`config.mk`:
```
export PLATFORM = sky130hd
export DESIGN_NAME = pdp_core
export DESIGN_NICKNAME = d
export VERILOG_FILES = /design/src/pdp_core_pkg.sv /design/src/pdp_isa_pkg.sv /design/src/pdp_core.sv /design/src/instruction_sequencer.sv /design/src/result_merge.sv /design/src/double_operand_alu.sv /design/src/single_operand_alu.sv /design/src/register_file.sv
export SDC_FILE = /design/constraint.sdc
export NUM_CORES = 1
export LEC_CHECK = 0
export ABC_AREA = 1
export BUFFER_PORTS_ARGS = -buffer_cell sky130_fd_sc_hd__buf_2
export CELL_PAD_IN_SITES_DETAIL_PLACEMENT = 0
export CELL_PAD_IN_SITES_GLOBAL_PLACEMENT = 1
export CORE_UTILIZATION = 40
export DETAILED_ROUTE_END_ITERATION = 12
export PLACE_DENSITY_LB_ADDON = 0.08
export SETUP_SLACK_MARGIN = 0.15
export SYNTH_ARGS = -nofsm -noshare
export SYNTH_HDL_FRONTEND = slang
export SYNTH_SLANG_ARGS = --single-unit
```
`constraint.sdc`:
```
create_clock -name clock -period 8.4 [get_ports clock]
set_input_delay 1.26 -clock clock [delete_from_list [all_inputs] [get_ports clock]]
set_output_delay 1.26 -clock clock [all_outputs]
set_load 0.02 [all_outputs]
```
`src/pdp_core_pkg.sv`:
```
package pdp_core_pkg;

	typedef logic [15:0] word_t;
	typedef logic [2:0] reg_index_t;

	// condition codes, same order as the low nibble of the PSW
	typedef struct packed
	{
		logic n;
		logic z;
		logic v;
		logic c;
	} flags_t;

	typedef enum logic [3:0]
	{
		RESET_PC,
		FETCH,
		DECODE,
		READ_SRC,
		READ_DST,
		EXECUTE,
		WRITE_DST,
		CHECK_END,
		DONE
	} seq_state_t;

	// R0..R7 after reset
	localparam word_t [0:7] REG_RESET_VALUES = {
		16'o000014, 16'o000002, 16'o000004, 16'o000012,
		16'o000010, 16'o000020, 16'o000000, 16'o000000
	};

endpackage

```
`src/pdp_isa_pkg.sv`:
```
package pdp_isa_pkg;

	// instruction field positions, all fields are 3 bits except the branch offset
	localparam int DST_REG_LSB = 0;
	localparam int DST_MODE_LSB = 3;
	localparam int SRC_REG_LSB = 6;
	localparam int SRC_MODE_LSB = 9;
	localparam int BRANCH_OFFSET_LSB = 0;

	// bits 15..6
	typedef enum logic [9:0]
	{
		SWAB = 10'o003,
		CLR = 10'o050,
		COM = 10'o051,
		INC = 10'o052,
		DEC = 10'o053,
		NEG = 10'o054,
		TST = 10'o057,
		ROR = 10'o060,
		ROL = 10'o061,
		ASR = 10'o062,
		ASL = 10'o063
	} single_op_t;

	// bits 15..12, word forms only
	typedef enum logic [3:0]
	{
		MOV = 4'o01,
		CMP = 4'o02,
		BIT = 4'o03,
		BIC = 4'o04,
		BIS = 4'o05,
		ADD = 4'o06,
		SUB = 4'o16
	} double_op_t;

	// bits 15..8
	typedef enum logic [7:0]
	{
		BR = 8'h01,
		BNE = 8'h02,
		BEQ = 8'h03,
		BGE = 8'h04,
		BLT = 8'h05,
		BGT = 8'h06,
		BLE = 8'h07,
		BPL = 8'h80,
		BMI = 8'h81,
		BHI = 8'h82,
		BLOS = 8'h83,
		BVC = 8'h84,
		BVS = 8'h85,
		BCC = 8'h86,
		BCS = 8'h87
	} branch_op_t;

	typedef enum logic [1:0]
	{
		SINGLE_OPERAND,
		DOUBLE_OPERAND,
		CONDITIONAL_BRANCH,
		UNSUPPORTED
	} inst_class_t;

	typedef enum logic [2:0]
	{
		MODE_REGISTER = 3'd0,
		MODE_DEFERRED = 3'd1
	} mode_t;

	// anything outside the subset or using other modes is unsupported
	function automatic inst_class_t classify(input logic [15:0] instr);
		logic src_ok;
		logic dst_ok;
		inst_class_t kind;
		src_ok = instr[SRC_MODE_LSB +: 3] inside {MODE_REGISTER, MODE_DEFERRED};
		dst_ok = instr[DST_MODE_LSB +: 3] inside {MODE_REGISTER, MODE_DEFERRED};
		kind = UNSUPPORTED;
		if (instr[15:12] inside {MOV, CMP, BIT, BIC, BIS, ADD, SUB})
		begin
			if (src_ok && dst_ok)
				kind = DOUBLE_OPERAND;
		end
		else if (instr[15:8] inside {BR, BNE, BEQ, BGE, BLT, BGT, BLE, BPL, BMI,
			BHI, BLOS, BVC, BVS, BCC, BCS})
		begin
			kind = CONDITIONAL_BRANCH;
		end
		else if (instr[15:6] inside {SWAB, CLR, COM, INC, DEC, NEG, TST, ROR, ROL,
			ASR, ASL})
		begin
			if (dst_ok)
				kind = SINGLE_OPERAND;
		end
		return kind;
	endfunction

endpackage
```
`src/pdp_core.sv`:
```
`timescale 1ns/1ps

module pdp_core (
	input logic clock,
	input logic reset,
	input pdp_core_pkg::word_t start_pc,
	input pdp_core_pkg::word_t end_pc,
	input pdp_core_pkg::word_t wb_dat_r,
	input logic wb_ack,
	output logic wb_cyc,
	output logic wb_stb,
	output logic wb_we,
	output pdp_core_pkg::word_t wb_adr,
	output pdp_core_pkg::word_t wb_dat_w,
	output logic done
);

	pdp_core_pkg::reg_index_t rd_a_index;
	pdp_core_pkg::reg_index_t rd_b_index;
	pdp_core_pkg::word_t rd_a_data;
	pdp_core_pkg::word_t rd_b_data;
	logic wr_en;
	pdp_core_pkg::reg_index_t wr_index;
	pdp_core_pkg::word_t wr_data;
	pdp_isa_pkg::inst_class_t inst_class;
	pdp_isa_pkg::single_op_t single_opcode;
	pdp_isa_pkg::double_op_t double_opcode;
	pdp_isa_pkg::branch_op_t branch_op;
	pdp_core_pkg::word_t src_operand;
	pdp_core_pkg::word_t dst_operand;
	logic exec_en;
	pdp_core_pkg::word_t result;
	logic write_result;
	logic branch_taken;
	pdp_core_pkg::word_t single_result;
	pdp_core_pkg::word_t double_result;
	pdp_core_pkg::flags_t single_flags;
	pdp_core_pkg::flags_t double_flags;
	pdp_core_pkg::flags_t flags;
	logic double_writes_back;

	instruction_sequencer u_sequencer (.*);

	register_file u_register_file (.*);

	// single operand instructions work on the destination field
	single_operand_alu u_single_alu (
		.opcode(single_opcode),
		.operand(dst_operand),
		.flags_in(flags),
		.result(single_result),
		.flags_out(single_flags)
	);

	double_operand_alu u_double_alu (
		.opcode(double_opcode),
		.src(src_operand),
		.dst(dst_operand),
		.flags_in(flags),
		.result(double_result),
		.writes_back(double_writes_back),
		.flags_out(double_flags)
	);

	result_merge u_result_merge (.*);

endmodule

```
`src/instruction_sequencer.sv`:
```
`timescale 1ns/1ps

module instruction_sequencer (
	input logic clock,
	input logic reset,
	input pdp_core_pkg::word_t start_pc,
	input pdp_core_pkg::word_t end_pc,
	input pdp_core_pkg::word_t wb_dat_r,
	input logic wb_ack,
	output logic wb_cyc,
	output logic wb_stb,
	output logic wb_we,
	output pdp_core_pkg::word_t wb_adr,
	output pdp_core_pkg::word_t wb_dat_w,
	output pdp_core_pkg::reg_index_t rd_a_index,
	output pdp_core_pkg::reg_index_t rd_b_index,
	input pdp_core_pkg::word_t rd_a_data,
	input pdp_core_pkg::word_t rd_b_data,
	output logic wr_en,
	output pdp_core_pkg::reg_index_t wr_index,
	output pdp_core_pkg::word_t wr_data,
	output pdp_isa_pkg::inst_class_t inst_class,
	output pdp_isa_pkg::single_op_t single_opcode,
	output pdp_isa_pkg::double_op_t double_opcode,
	output pdp_isa_pkg::branch_op_t branch_op,
	output pdp_core_pkg::word_t src_operand,
	output pdp_core_pkg::word_t dst_operand,
	output logic exec_en,
	input pdp_core_pkg::word_t result,
	input logic write_result,
	input logic branch_taken,
	output logic done
);

	pdp_core_pkg::seq_state_t state;
	pdp_core_pkg::seq_state_t next_state;
	pdp_core_pkg::word_t pc;
	pdp_core_pkg::word_t ir;
	pdp_core_pkg::word_t result_q;
	logic store_q;
	pdp_isa_pkg::mode_t src_mode;
	pdp_isa_pkg::mode_t dst_mode;
	logic [7:0] offset;
	pdp_core_pkg::word_t branch_disp;
	logic src_from_bus;
	logic dst_from_bus;
	logic bus_read;
	logic bus_write;

	// decode straight from the instruction register
	assign inst_class = pdp_isa_pkg::classify(ir);
	assign single_opcode = pdp_isa_pkg::single_op_t'(ir[15:6]);
	assign double_opcode = pdp_isa_pkg::double_op_t'(ir[15:12]);
	assign branch_op = pdp_isa_pkg::branch_op_t'(ir[15:8]);
	assign src_mode = pdp_isa_pkg::mode_t'(ir[pdp_isa_pkg::SRC_MODE_LSB +: 3]);
	assign dst_mode = pdp_isa_pkg::mode_t'(ir[pdp_isa_pkg::DST_MODE_LSB +: 3]);
	assign rd_a_index = ir[pdp_isa_pkg::SRC_REG_LSB +: 3];
	assign rd_b_index = ir[pdp_isa_pkg::DST_REG_LSB +: 3];
	assign offset = ir[pdp_isa_pkg::BRANCH_OFFSET_LSB +: 8];
	// offset counts words
	assign branch_disp = {{7{offset[7]}}, offset, 1'b0};

	// deferred operands come over the bus, MOV does not read its destination
	assign src_from_bus = inst_class == pdp_isa_pkg::DOUBLE_OPERAND
		&& src_mode == pdp_isa_pkg::MODE_DEFERRED;
	assign dst_from_bus = dst_mode == pdp_isa_pkg::MODE_DEFERRED
		&& (inst_class == pdp_isa_pkg::SINGLE_OPERAND
		|| (inst_class == pdp_isa_pkg::DOUBLE_OPERAND && double_opcode != pdp_isa_pkg::MOV));

	assign bus_read = state inside {pdp_core_pkg::FETCH, pdp_core_pkg::READ_SRC,
		pdp_core_pkg::READ_DST};
	assign bus_write = state == pdp_core_pkg::WRITE_DST && store_q
		&& dst_mode == pdp_isa_pkg::MODE_DEFERRED;

	// wishbone classic, strobes follow the state so they drop after ack
	assign wb_cyc = bus_read || bus_write;
	assign wb_stb = bus_read || bus_write;
	assign wb_we = bus_write;
	assign wb_dat_w = result_q;

	always_comb
	begin
		case (state)
			pdp_core_pkg::READ_SRC: wb_adr = rd_a_data;
			pdp_core_pkg::READ_DST, pdp_core_pkg::WRITE_DST: wb_adr = rd_b_data;
			default: wb_adr = pc;
		endcase
	end

	assign wr_en = state == pdp_core_pkg::WRITE_DST && store_q
		&& dst_mode == pdp_isa_pkg::MODE_REGISTER;
	assign wr_index = rd_b_index;
	assign wr_data = result_q;
	assign exec_en = state == pdp_core_pkg::EXECUTE;
	assign done = state == pdp_core_pkg::DONE;

	always_comb
	begin
		next_state = state;
		case (state)
			pdp_core_pkg::RESET_PC:
				next_state = pdp_core_pkg::FETCH;
			pdp_core_pkg::FETCH:
				if (wb_ack)
					next_state = pdp_core_pkg::DECODE;
			pdp_core_pkg::DECODE:
				if (src_from_bus)
					next_state = pdp_core_pkg::READ_SRC;
				else if (dst_from_bus)
					next_state = pdp_core_pkg::READ_DST;
				else
					next_state = pdp_core_pkg::EXECUTE;
			pdp_core_pkg::READ_SRC:
				if (wb_ack)
					next_state = dst_from_bus ? pdp_core_pkg::READ_DST : pdp_core_pkg::EXECUTE;
			pdp_core_pkg::READ_DST:
				if (wb_ack)
					next_state = pdp_core_pkg::EXECUTE;
			pdp_core_pkg::EXECUTE:
				next_state = pdp_core_pkg::WRITE_DST;
			pdp_core_pkg::WRITE_DST:
				if (!bus_write || wb_ack)
					next_state = pdp_core_pkg::CHECK_END;
			pdp_core_pkg::CHECK_END:
				next_state = (pc >= end_pc) ? pdp_core_pkg::DONE : pdp_core_pkg::FETCH;
			pdp_core_pkg::DONE:
				next_state = pdp_core_pkg::DONE;
			default:
				next_state = pdp_core_pkg::RESET_PC;
		endcase
	end

	always_ff @(posedge clock, posedge reset)
	begin
		if (reset)
		begin
			state <= pdp_core_pkg::RESET_PC;
			pc <= '0;
			store_q <= 1'b0;
		end
		else
		begin
			state <= next_state;
			if (state == pdp_core_pkg::RESET_PC)
				pc <= start_pc;
			// TST only sets flags
			if (state == pdp_core_pkg::EXECUTE)
				store_q <= write_result && !(inst_class == pdp_isa_pkg::SINGLE_OPERAND
					&& single_opcode == pdp_isa_pkg::TST);
			if (state == pdp_core_pkg::WRITE_DST && next_state == pdp_core_pkg::CHECK_END)
				pc <= branch_taken ? pc + 16'd2 + branch_disp : pc + 16'd2;
		end
	end

	// result is latched since the rotates see the new carry after EXECUTE
	always_ff @(posedge clock)
	begin
		if (state == pdp_core_pkg::FETCH && wb_ack)
			ir <= wb_dat_r;
		if (state == pdp_core_pkg::DECODE)
		begin
			src_operand <= rd_a_data;
			dst_operand <= rd_b_data;
		end
		if (state == pdp_core_pkg::READ_SRC && wb_ack)
			src_operand <= wb_dat_r;
		if (state == pdp_core_pkg::READ_DST && wb_ack)
			dst_operand <= wb_dat_r;
		if (state == pdp_core_pkg::EXECUTE)
			result_q <= result;
	end

endmodule

```
`src/result_merge.sv`:
```
`timescale 1ns/1ps

module result_merge (
	input logic clock,
	input logic reset,
	input pdp_isa_pkg::inst_class_t inst_class,
	input logic exec_en,
	input pdp_core_pkg::word_t single_result,
	input pdp_core_pkg::word_t double_result,
	input pdp_core_pkg::flags_t single_flags,
	input pdp_core_pkg::flags_t double_flags,
	input logic double_writes_back,
	input pdp_isa_pkg::branch_op_t branch_op,
	output pdp_core_pkg::word_t result,
	output logic write_result,
	output pdp_core_pkg::flags_t flags,
	output logic branch_taken
);

	logic condition;

	always_comb
	begin
		case (inst_class)
			pdp_isa_pkg::SINGLE_OPERAND:
			begin
				result = single_result;
				write_result = 1'b1;
			end
			pdp_isa_pkg::DOUBLE_OPERAND:
			begin
				result = double_result;
				write_result = double_writes_back;
			end
			default:
			begin
				result = '0;
				write_result = 1'b0;
			end
		endcase
	end

	// processor status word, branches and unsupported words keep it
	always_ff @(posedge clock, posedge reset)
	begin
		if (reset)
			flags <= '0;
		else if (exec_en && inst_class == pdp_isa_pkg::SINGLE_OPERAND)
			flags <= single_flags;
		else if (exec_en && inst_class == pdp_isa_pkg::DOUBLE_OPERAND)
			flags <= double_flags;
	end

	always_comb
	begin
		case (branch_op)
			pdp_isa_pkg::BR: condition = 1'b1;
			pdp_isa_pkg::BNE: condition = !flags.z;
			pdp_isa_pkg::BEQ: condition = flags.z;
			pdp_isa_pkg::BGE: condition = !(flags.n ^ flags.v);
			pdp_isa_pkg::BLT: condition = flags.n ^ flags.v;
			pdp_isa_pkg::BGT: condition = !(flags.z | (flags.n ^ flags.v));
			pdp_isa_pkg::BLE: condition = flags.z | (flags.n ^ flags.v);
			pdp_isa_pkg::BPL: condition = !flags.n;
			pdp_isa_pkg::BMI: condition = flags.n;
			pdp_isa_pkg::BHI: condition = !(flags.c | flags.z);
			pdp_isa_pkg::BLOS: condition = flags.c | flags.z;
			pdp_isa_pkg::BVC: condition = !flags.v;
			pdp_isa_pkg::BVS: condition = flags.v;
			pdp_isa_pkg::BCC: condition = !flags.c;
			pdp_isa_pkg::BCS: condition = flags.c;
			default: condition = 1'b0;
		endcase
	end

	assign branch_taken = (inst_class == pdp_isa_pkg::CONDITIONAL_BRANCH) && condition;

endmodule

```
`src/double_operand_alu.sv`:
```
`timescale 1ns/1ps

module double_operand_alu (
	input pdp_isa_pkg::double_op_t opcode,
	input pdp_core_pkg::word_t src,
	input pdp_core_pkg::word_t dst,
	input pdp_core_pkg::flags_t flags_in,
	output pdp_core_pkg::word_t result,
	output logic writes_back,
	output pdp_core_pkg::flags_t flags_out
);

	// bit 16 holds carry out of ADD, borrow out of CMP and SUB
	logic [16:0] sum;
	logic carry;
	logic overflow;

	always_comb
	begin
		sum = '0;
		result = src;
		carry = flags_in.c;
		overflow = 1'b0;
		writes_back = 1'b1;
		case (opcode)
			pdp_isa_pkg::MOV:
				result = src;
			pdp_isa_pkg::CMP:
			begin
				sum = {1'b0, src} - {1'b0, dst};
				result = sum[15:0];
				carry = sum[16];
				overflow = (src[15] != dst[15]) && (dst[15] == result[15]);
				writes_back = 1'b0;
			end
			pdp_isa_pkg::BIT:
			begin
				result = src & dst;
				writes_back = 1'b0;
			end
			pdp_isa_pkg::BIC:
				result = ~src & dst;
			pdp_isa_pkg::BIS:
				result = src | dst;
			pdp_isa_pkg::ADD:
			begin
				sum = {1'b0, dst} + {1'b0, src};
				result = sum[15:0];
				carry = sum[16];
				overflow = (src[15] == dst[15]) && (result[15] != src[15]);
			end
			pdp_isa_pkg::SUB:
			begin
				sum = {1'b0, dst} - {1'b0, src};
				result = sum[15:0];
				carry = sum[16];
				overflow = (src[15] != dst[15]) && (result[15] == src[15]);
			end
			default:
			begin
				result = dst;
				overflow = flags_in.v;
				writes_back = 1'b0;
			end
		endcase
	end

	assign flags_out.n = result[15];
	assign flags_out.z = result == 16'd0;
	assign flags_out.v = overflow;
	assign flags_out.c = carry;

endmodule

```
`src/single_operand_alu.sv`:
```
`timescale 1ns/1ps

module single_operand_alu (
	input pdp_isa_pkg::single_op_t opcode,
	input pdp_core_pkg::word_t operand,
	input pdp_core_pkg::flags_t flags_in,
	output pdp_core_pkg::word_t result,
	output pdp_core_pkg::flags_t flags_out
);

	logic carry;
	logic overflow;
	logic is_shift;

	always_comb
	begin
		result = operand;
		carry = flags_in.c;
		overflow = flags_in.v;
		is_shift = 1'b0;
		case (opcode)
			pdp_isa_pkg::SWAB:
			begin
				result = {operand[7:0], operand[15:8]};
				carry = 1'b0;
				overflow = 1'b0;
			end
			pdp_isa_pkg::CLR:
			begin
				result = '0;
				carry = 1'b0;
				overflow = 1'b0;
			end
			pdp_isa_pkg::COM:
			begin
				result = ~operand;
				carry = 1'b1;
				overflow = 1'b0;
			end
			// INC and DEC leave the carry alone
			pdp_isa_pkg::INC:
			begin
				result = operand + 16'd1;
				overflow = operand == 16'o077777;
			end
			pdp_isa_pkg::DEC:
			begin
				result = operand - 16'd1;
				overflow = operand == 16'o100000;
			end
			pdp_isa_pkg::NEG:
			begin
				result = 16'd0 - operand;
				overflow = result == 16'o100000;
				carry = result != 16'd0;
			end
			pdp_isa_pkg::TST:
			begin
				carry = 1'b0;
				overflow = 1'b0;
			end
			// rotates go through the carry bit
			pdp_isa_pkg::ROR:
			begin
				{result, carry} = {flags_in.c, operand};
				is_shift = 1'b1;
			end
			pdp_isa_pkg::ROL:
			begin
				{carry, result} = {operand, flags_in.c};
				is_shift = 1'b1;
			end
			pdp_isa_pkg::ASR:
			begin
				{result, carry} = {operand[15], operand};
				is_shift = 1'b1;
			end
			pdp_isa_pkg::ASL:
			begin
				{carry, result} = {operand, 1'b0};
				is_shift = 1'b1;
			end
			default:
			begin
				result = operand;
			end
		endcase
	end

	// SWAB reports on the new low byte
	assign flags_out.n = (opcode == pdp_isa_pkg::SWAB) ? result[7] : result[15];
	assign flags_out.z = (opcode == pdp_isa_pkg::SWAB) ? (result[7:0] == 8'd0)
		: (result == 16'd0);
	assign flags_out.v = is_shift ? (flags_out.n ^ carry) : overflow;
	assign flags_out.c = carry;

endmodule

```
`src/register_file.sv`:
```
`timescale 1ns/1ps

module register_file (
	input logic clock,
	input logic reset,
	input pdp_core_pkg::reg_index_t rd_a_index,
	input pdp_core_pkg::reg_index_t rd_b_index,
	output pdp_core_pkg::word_t rd_a_data,
	output pdp_core_pkg::word_t rd_b_data,
	input logic wr_en,
	input pdp_core_pkg::reg_index_t wr_index,
	input pdp_core_pkg::word_t wr_data
);

	pdp_core_pkg::word_t regs [0:7];

	// preset contents so test programs have known operands
	always_ff @(posedge clock, posedge reset)
	begin
		if (reset)
		begin
			for (int i = 0; i < 8; i++)
				regs[i] <= pdp_core_pkg::REG_RESET_VALUES[i];
		end
		else if (wr_en)
		begin
			regs[wr_index] <= wr_data;
		end
	end

	assign rd_a_data = regs[rd_a_index];
	assign rd_b_data = regs[rd_b_index];

endmodule

```
# Word-level counts from Yosys, hierarchy flattened
# Index checks and enable logic that the tools add are counted.
totals:
  ram_bits: 0
  regBits: 217
  output_inout_bits: 36
  mem_count: 0
  wordCells: 206
  latch_bits: 0
  inputBits: 51
  rom_bits: 0
classes:
  add_sub_neg: 8
  n_div: 0
  n_bitwise: 11
  n_lt_le_gt_ge: 4
  n_reduce_logical: 62
  mul: 0
  n_shift: 0
  n_mux: 46
  n_eq_ne: 56
ops:
  columns: ["operator", "n"]
  rows:
  - ["16-bit 2-to-1 mux", 12]
  - ["16-bit case mux with 10 select lines", 1]
  - ["128-bit bitwise mux", 1]
  - ["16-bit case mux with 7 select lines", 1]
  - ["10-bit by 6-bit equality test with 1-bit output, second input constant", 10]
  - ["16-bit binary-select mux with 3-bit select", 2]
  - ["8-bit equality test, second input constant", 8]
  - ["16-bit case mux with 2 select lines", 2]
  - ["16-bit demux with 3-bit select", 1]
  - ["4-bit case mux with 9 select lines", 1]
  - ["16-bit by 16-bit subtractor with 17-bit output", 2]
  - ["16-bit bitwise AND", 2]
  - ["16-bit equality test, second input constant", 2]
  - ["4-bit by 3-bit equality test with 1-bit output, second input constant", 8]
  - ["8-bit by 3-bit equality test with 1-bit output, second input constant", 4]
  - ["16-bit zero test", 2]
  - ["4-bit 2-to-1 mux", 8]
  - ["16-bit inverter", 2]
  - ["1-bit logical AND", 20]
  - ["16-bit by 16-bit adder with 17-bit output", 1]
  - ["16-bit by 1-bit adder with 16-bit output, second input constant", 1]
  - ["16-bit adder", 1]
  - ["16-bit by 2-bit adder with 16-bit output, second input constant", 1]
  - ["16-bit by 15-bit equality test with 1-bit output, second input constant", 1]
  - ["other kinds (49)", 93]

# Longest topological paths before layout
depth:
  word_depth: 16
  depth_mapped: 25
  depth_no_buf: 25

# Cells and area by module
# Synthesis repeated with hierarchy kept, for this count alone.
unflattened:
  hier_cells: 3554
  area_unflattened_um2: 21561.9
modules_own_cells:
  columns: ["module", "area_per_inst_um2", "n_inst", "cells_per_inst", "seq_area_each_um2"]
  rows:
  - ["register_file", 7504.7, 1, 1166, 3213.1]
  - ["instruction_sequencer", 5945.7, 1, 758, 2447.3]
  - ["double_operand_alu", 4340.4, 1, 844, 0.0]
  - ["single_operand_alu", 2994.1, 1, 627, 0.0]
  - ["result_merge", 777.0, 1, 159, 100.1]

# Worst setup path after synthesis
# No wires, ideal clock.
synth_path:
  path_kind: "register to register"
  from: "reg u_sequencer.ir[15]"
  to: "reg, netlist name u_result_merge.flags[2]"
  t_required_ns: 8.335
  t_arrival_ns: 3.398
  path_buffers: 0
  path_stages_with_launch: 23
  period_less_slack_ns: 3.463
  setup_ns: 0.065
  slack_ns: 4.937
  path_cell_list: "edfxtp_1 nor2_4 nand2_2 nor2_4 inv_1 nor2_1 ha_1 a21oi_1 o21ai_0 nand2_1 nand2_1 or2_2 nand3_1 nand3_1 nor2_1 nand2_1 nor2_1 nand2_1 nor2_1 nand2_1 nand2_1 nand2_1 nand2_1"
synth_between:
  elab_chain_cells: 8
  word_cells_on_any_way: 52
  classes_between: "eq/ne: 34; mux: 8; reduce/logical: 10"
synth_rtl:
  columns: ["element", "line", "rtl"]
  rows:
  - ["start, declared", "instruction_sequencer.sv:38", "pdp_core_pkg::word_t ir;"]
  - ["start signal, assigned", "instruction_sequencer.sv:159", "ir <= wb_dat_r;"]
  - ["10-bit by 2-bit equality test with 1-bit output, or another cell as far along", "pdp_isa_pkg.sv:90, single_operand_alu.sv:21, single_operand_alu.sv:92", null]
  - ["11-bit nonzero test", "pdp_isa_pkg.sv:90", "else if (instr[15:6] inside {SWAB, CLR, COM, INC, DEC, NEG, TST, ROR, ROL,"]
  - ["2-bit 2-to-1 mux", "pdp_isa_pkg.sv:90", null]
  - ["2-bit 2-to-1 mux", "pdp_isa_pkg.sv:85", "else if (instr[15:8] inside {BR, BNE, BEQ, BGE, BLT, BGT, BLE, BPL, BMI,"]
  - ["2-bit 2-to-1 mux", "pdp_isa_pkg.sv:80", "if (instr[15:12] inside {MOV, CMP, BIT, BIC, BIS, ADD, SUB})"]
  - ["2-bit by 1-bit equality test with 1-bit output / 2-bit zero test (equally long branches)", "result_merge.sv:50, result_merge.sv:48", null]
  - ["1-bit logical AND, on equally long branches", "result_merge.sv:50, result_merge.sv:48", null]
  - ["2-bit nonzero test (no source line) / 4-bit 2-to-1 mux (equally long branches)", null, null]
# Parallel ways exist; a longest one is shown, timed or not. The select of a mux whose other input is x is not followed.
# A chain may end at the register's enable or synchronous reset.

# Worst setup path after layout
layout_path:
  from: "reg u_sequencer.ir[7]"
  to: "out wb_adr[12]"
layout_between:
  elab_chain_cells: 5
layout_rtl:
  columns: ["element", "line", "rtl"]
  rows:
  - ["3-bit inverter with 4-bit output (not written as such)", "register_file.sv:31", "assign rd_a_data = regs[rd_a_index];"]
  - ["16-bit binary-select mux with 3-bit select", "register_file.sv:31", null]
  - ["16-bit 2-to-1 mux (not written as such) (2 in a row)", "register_file.sv:31", null]
  - ["16-bit case mux with 2 select lines", "instruction_sequencer.sv:83", "case (state)"]
  - ["end, declared", "pdp_core.sv:13", "output pdp_core_pkg::word_t wb_adr,"]
# Every way passes these cells. The select of a mux whose other input is x is not followed.

==> impl_metrics.csv <==
group,metric,value,unit
die,die_h,218,um
placement,gp_congestion,0.967,
die,core_area,45700,um2
grt,grt_pass1_wl,116,mm
critical_path,critPathArrivalTime,4.21,ns
power,p_seq_frac,0.262,
worst_hold_path,hp-class,"flip-flop to flip-flop",
detailed_routing,ant_nets,0,
die,fp-row-count,78,
critical_path,end_kind,"output pin",
detailed_routing,first_iter_violations,1967,
sta,max_freq,0.183,GHz
synth,ys.flop_type,"dfrtp_1",
sta,setup-violations-final,0,
placement,io_buffers,86,
power,p_per_area,294,nW/um2
final_layout,multiInputGateArea,11200,um2
die,io_pins,87,
synth,yosysTopAreaCell,"dfrtp_1",
clock_tree,cts-resized-gates,0,
grt,overflow,0,
final_layout,syn_to_final_growth,9.41,%
clock_tree,hold_buffers,0,
detailed_routing,drc,0,
synth,synth_edf_count,64,
detailed_routing,wire_per_inst,22.8,um
sta,skew,0.0185,ns
sta,finalCritPeriodShare,0.651,
synth,yosysUniqueCellTypes,59,
grt,grt_pass1_vias,18400,
placement,dp_hpwl,58.4,mm
synth,synth_area_leaders,"dfrtp_1, nand2_1, edfxtp_1",
grt,antenna_found_initial,0,
power,pwr-share-clk,0.180,
synth,synth_common_cells,"nand2_1, inv_1, o21ai_0, nor2_1, nand3_1",
final_layout,ff_latch_area,5760,um2
synth,synthArstFlopShare,0.705,
power,power.leakage,9.54,nW
critical_path,critPathRequiredTime,7.14,ns
synth,syn_nets,2943,
synth,synth_warnings,0,
power,finalPower,0.00599,W
grt,grt_usage,0.327,
grt,grt_max_degree,85,
clock_tree,cts_buffer_depth,3,
sta,setup_tns,0,ns
die,die_x,218,um
clock_tree,h-tree-depth,1,
sta,layout_min_cycle_time,5.47,ns
placement,placedCellCount,3383,
power,p_sw,0.00314,W
synth,ys_seq_area_frac,0.309,
final_layout,fin_cells,3426,
clock_tree,clock_sinks,217,
clock_tree,numCtsBuffers,24,
sta,fin_hold_ws,0.490,ns
detailed_routing,vias_per_cell,5.78,
sta,maxSlewHeadroom,0.142,
final_layout,layout-drive-gt1-share,0.0750,
clock_tree,clk_latency,0.55,ns
power,combPwrFrac,0.558,
synth,syn_avg_cell_area,6.71,um2
sta,worst_pin_slew,1.28,ns
clock_tree,root_buffer,"clkbuf_16",
synth,synth_top_area_frac,0.195,
synth,syn-cell-area,18600,um2
synth,ys_ff_latch,217,
critical_path,crit_type,"flip-flop to output pin",
detailed_routing,totalWireLength,78.2,mm
run,max_cap_viol_count,0,
clock_tree,cts_tree,"done",
power,p_int,0.00285,W
die,start_util,0.408,
critical_path,critPathLaunchType,"flip-flop",
die,die_area,47400,um2
final_layout,nNetsFinal,2977,
detailed_routing,first_pass_iters,5,
critical_path,cp_max_fo,29,
sta,drv_slew,0,
synth,synthCells,2775,
sta,rsz0062_at_grt,"false",
power,p_sw_frac,0.525,
status,status,"finished clean",
power,ir_drop,241,uV
detailed_routing,vias,19800,
final_layout,diodes,0,
final_layout,num-fill-cells,4857,
sta,finalHoldViolations,0,
clock_tree,clk_pin_slew,0.07,ns
clock_tree,post_cts_buffers,0,
synth,synth.most_common_cell,"nand2_1",
==> power by group through the flow <==
| stage | Combinational, W | Clock (W) | Sequential, W |
|---|---|---|---|
| after floorplan | 0.00221 | 0 | 0.00145 |
| after global placement | 0.00325 | 0 | 0.00158 |
| after detailed placement | 0.00327 | 0 | 0.00157 |
| after CTS | 0.00328 | 0.00109 | 0.00156 |
| after global routing | 0.00366 | 0.00114 | 0.00158 |
| final | 0.00334 | 0.00108 | 0.00157 |
==> registers in the layout, indices dropped and copies added, names as in the netlist <==
register / count
u_register_file.regs: 128
u_sequencer.dst_operand: 16
u_sequencer.ir: 16
u_sequencer.pc: 16
u_sequencer.src_operand: 16
u_sequencer.wb_dat_w: 16
u_result_merge.flags: 4
u_sequencer.state: 4
u_sequencer.store_q: 1
==> per-layer routing <==
layer / vias up / track usage / part of all wire
li1: 9384 / - / -
met1: 9422 / 0.451 / 0.43
met2: 833 / 0.529 / 0.46
met3: 149 / 0.0293 / 0.068
met4: 0 / 0.128 / 0.040
met5: - / 0 / 0
==> worst paths after layout <==
kind                                     startpoint                  endpoint  slack, ns  depth (start not counted)
max in group asynchronous                     reset   u_result_merge.flags[2]       6.03                          3
hold reg to reg            u_register_file.regs[46]  u_register_file.regs[46]       0.49                          2
min in group asynchronous                     reset         u_sequencer.pc[0]       0.88                          2
setup / recovery                  u_sequencer.ir[7]                wb_adr[12]       2.93                          7
hold / removal             u_register_file.regs[46]  u_register_file.regs[46]       0.49                          2
setup reg to reg                  u_sequencer.ir[7]   u_result_merge.flags[2]       3.71                         19
==> placed cells by master, fill, tap and decap left out, drive strengths merged, types with 2 or more instances in the layout <==
cell type  Yosys  layout
nand2        798     798
inv          313     313
o21ai        300     300
nor2         249     249
nand3        218     218
dfrtp        145     145
buf           24     116
ha           112     112
a21oi         87      87
a22oi         64      64
edfxtp        64      64
nand4         46      46
nor3          39      39
o211ai        33      33
clkbuf        84      33
xor2          32      32
o2111ai       32      32
o22ai         26      26
o21a          23      23
clkinv        10      14
o21bai         8       8
dfstp          8       8
o221ai         7       7
nand3b         7       7
or2            7       7
xnor2          6       6
fa             5       5
and2           4       4
a211oi         4       4
a31oi          4       4
a221oi         3       3
bufinv         0       3
clkinvlp       0       3
a32o           2       2
o31ai          2       2
==> final cells by class <==
cell class              count  share of cell area
clock buffers              33              0.0316
clock inverters            10             0.00700
inverters                 323              0.0599
multi-input cells        2127               0.550
flip-flops and latches    217               0.283
well taps                 600              0.0368
repair buffers            116              0.0322
==> critical path: stages, from the launching register on <==
cell	delay, ns
edfxtp_1	0.81
nand2_2	0.44
inv_1	1.06
a22oi_1	0.22
o2111ai_1	0.14
nand2_1	0.21
o21ai_0	0.49
buf_2	0.27
==> through the flow <==
stage                     utilization  setup WS, ns  cell area (um2)
after floorplan                     -          3.03            18600
after global placement          0.429          3.77            19600
after detailed placement        0.429          3.75            19600
after CTS                       0.446          3.15            20400
after global routing            0.446          3.04            20400
final                           0.446          2.93            20400
==> logic make-up (layout without fill, tap and decap cells) <==
| family | Yosys count | count (layout) | share of synthesized area |
|---|---|---|---|
| buf+inv | 431 | 482 | 0.0897 |
| flops | 217 | 217 | 0.309 |
| compound gates | 602 | 602 | 0.192 |
| xor+xnor | 38 | 38 | 0.0179 |
| simple gates | 1370 | 1370 | 0.310 |
| fa+ha+maj | 117 | 117 | 0.0806 |
Power figures use the tool's default switching activity.
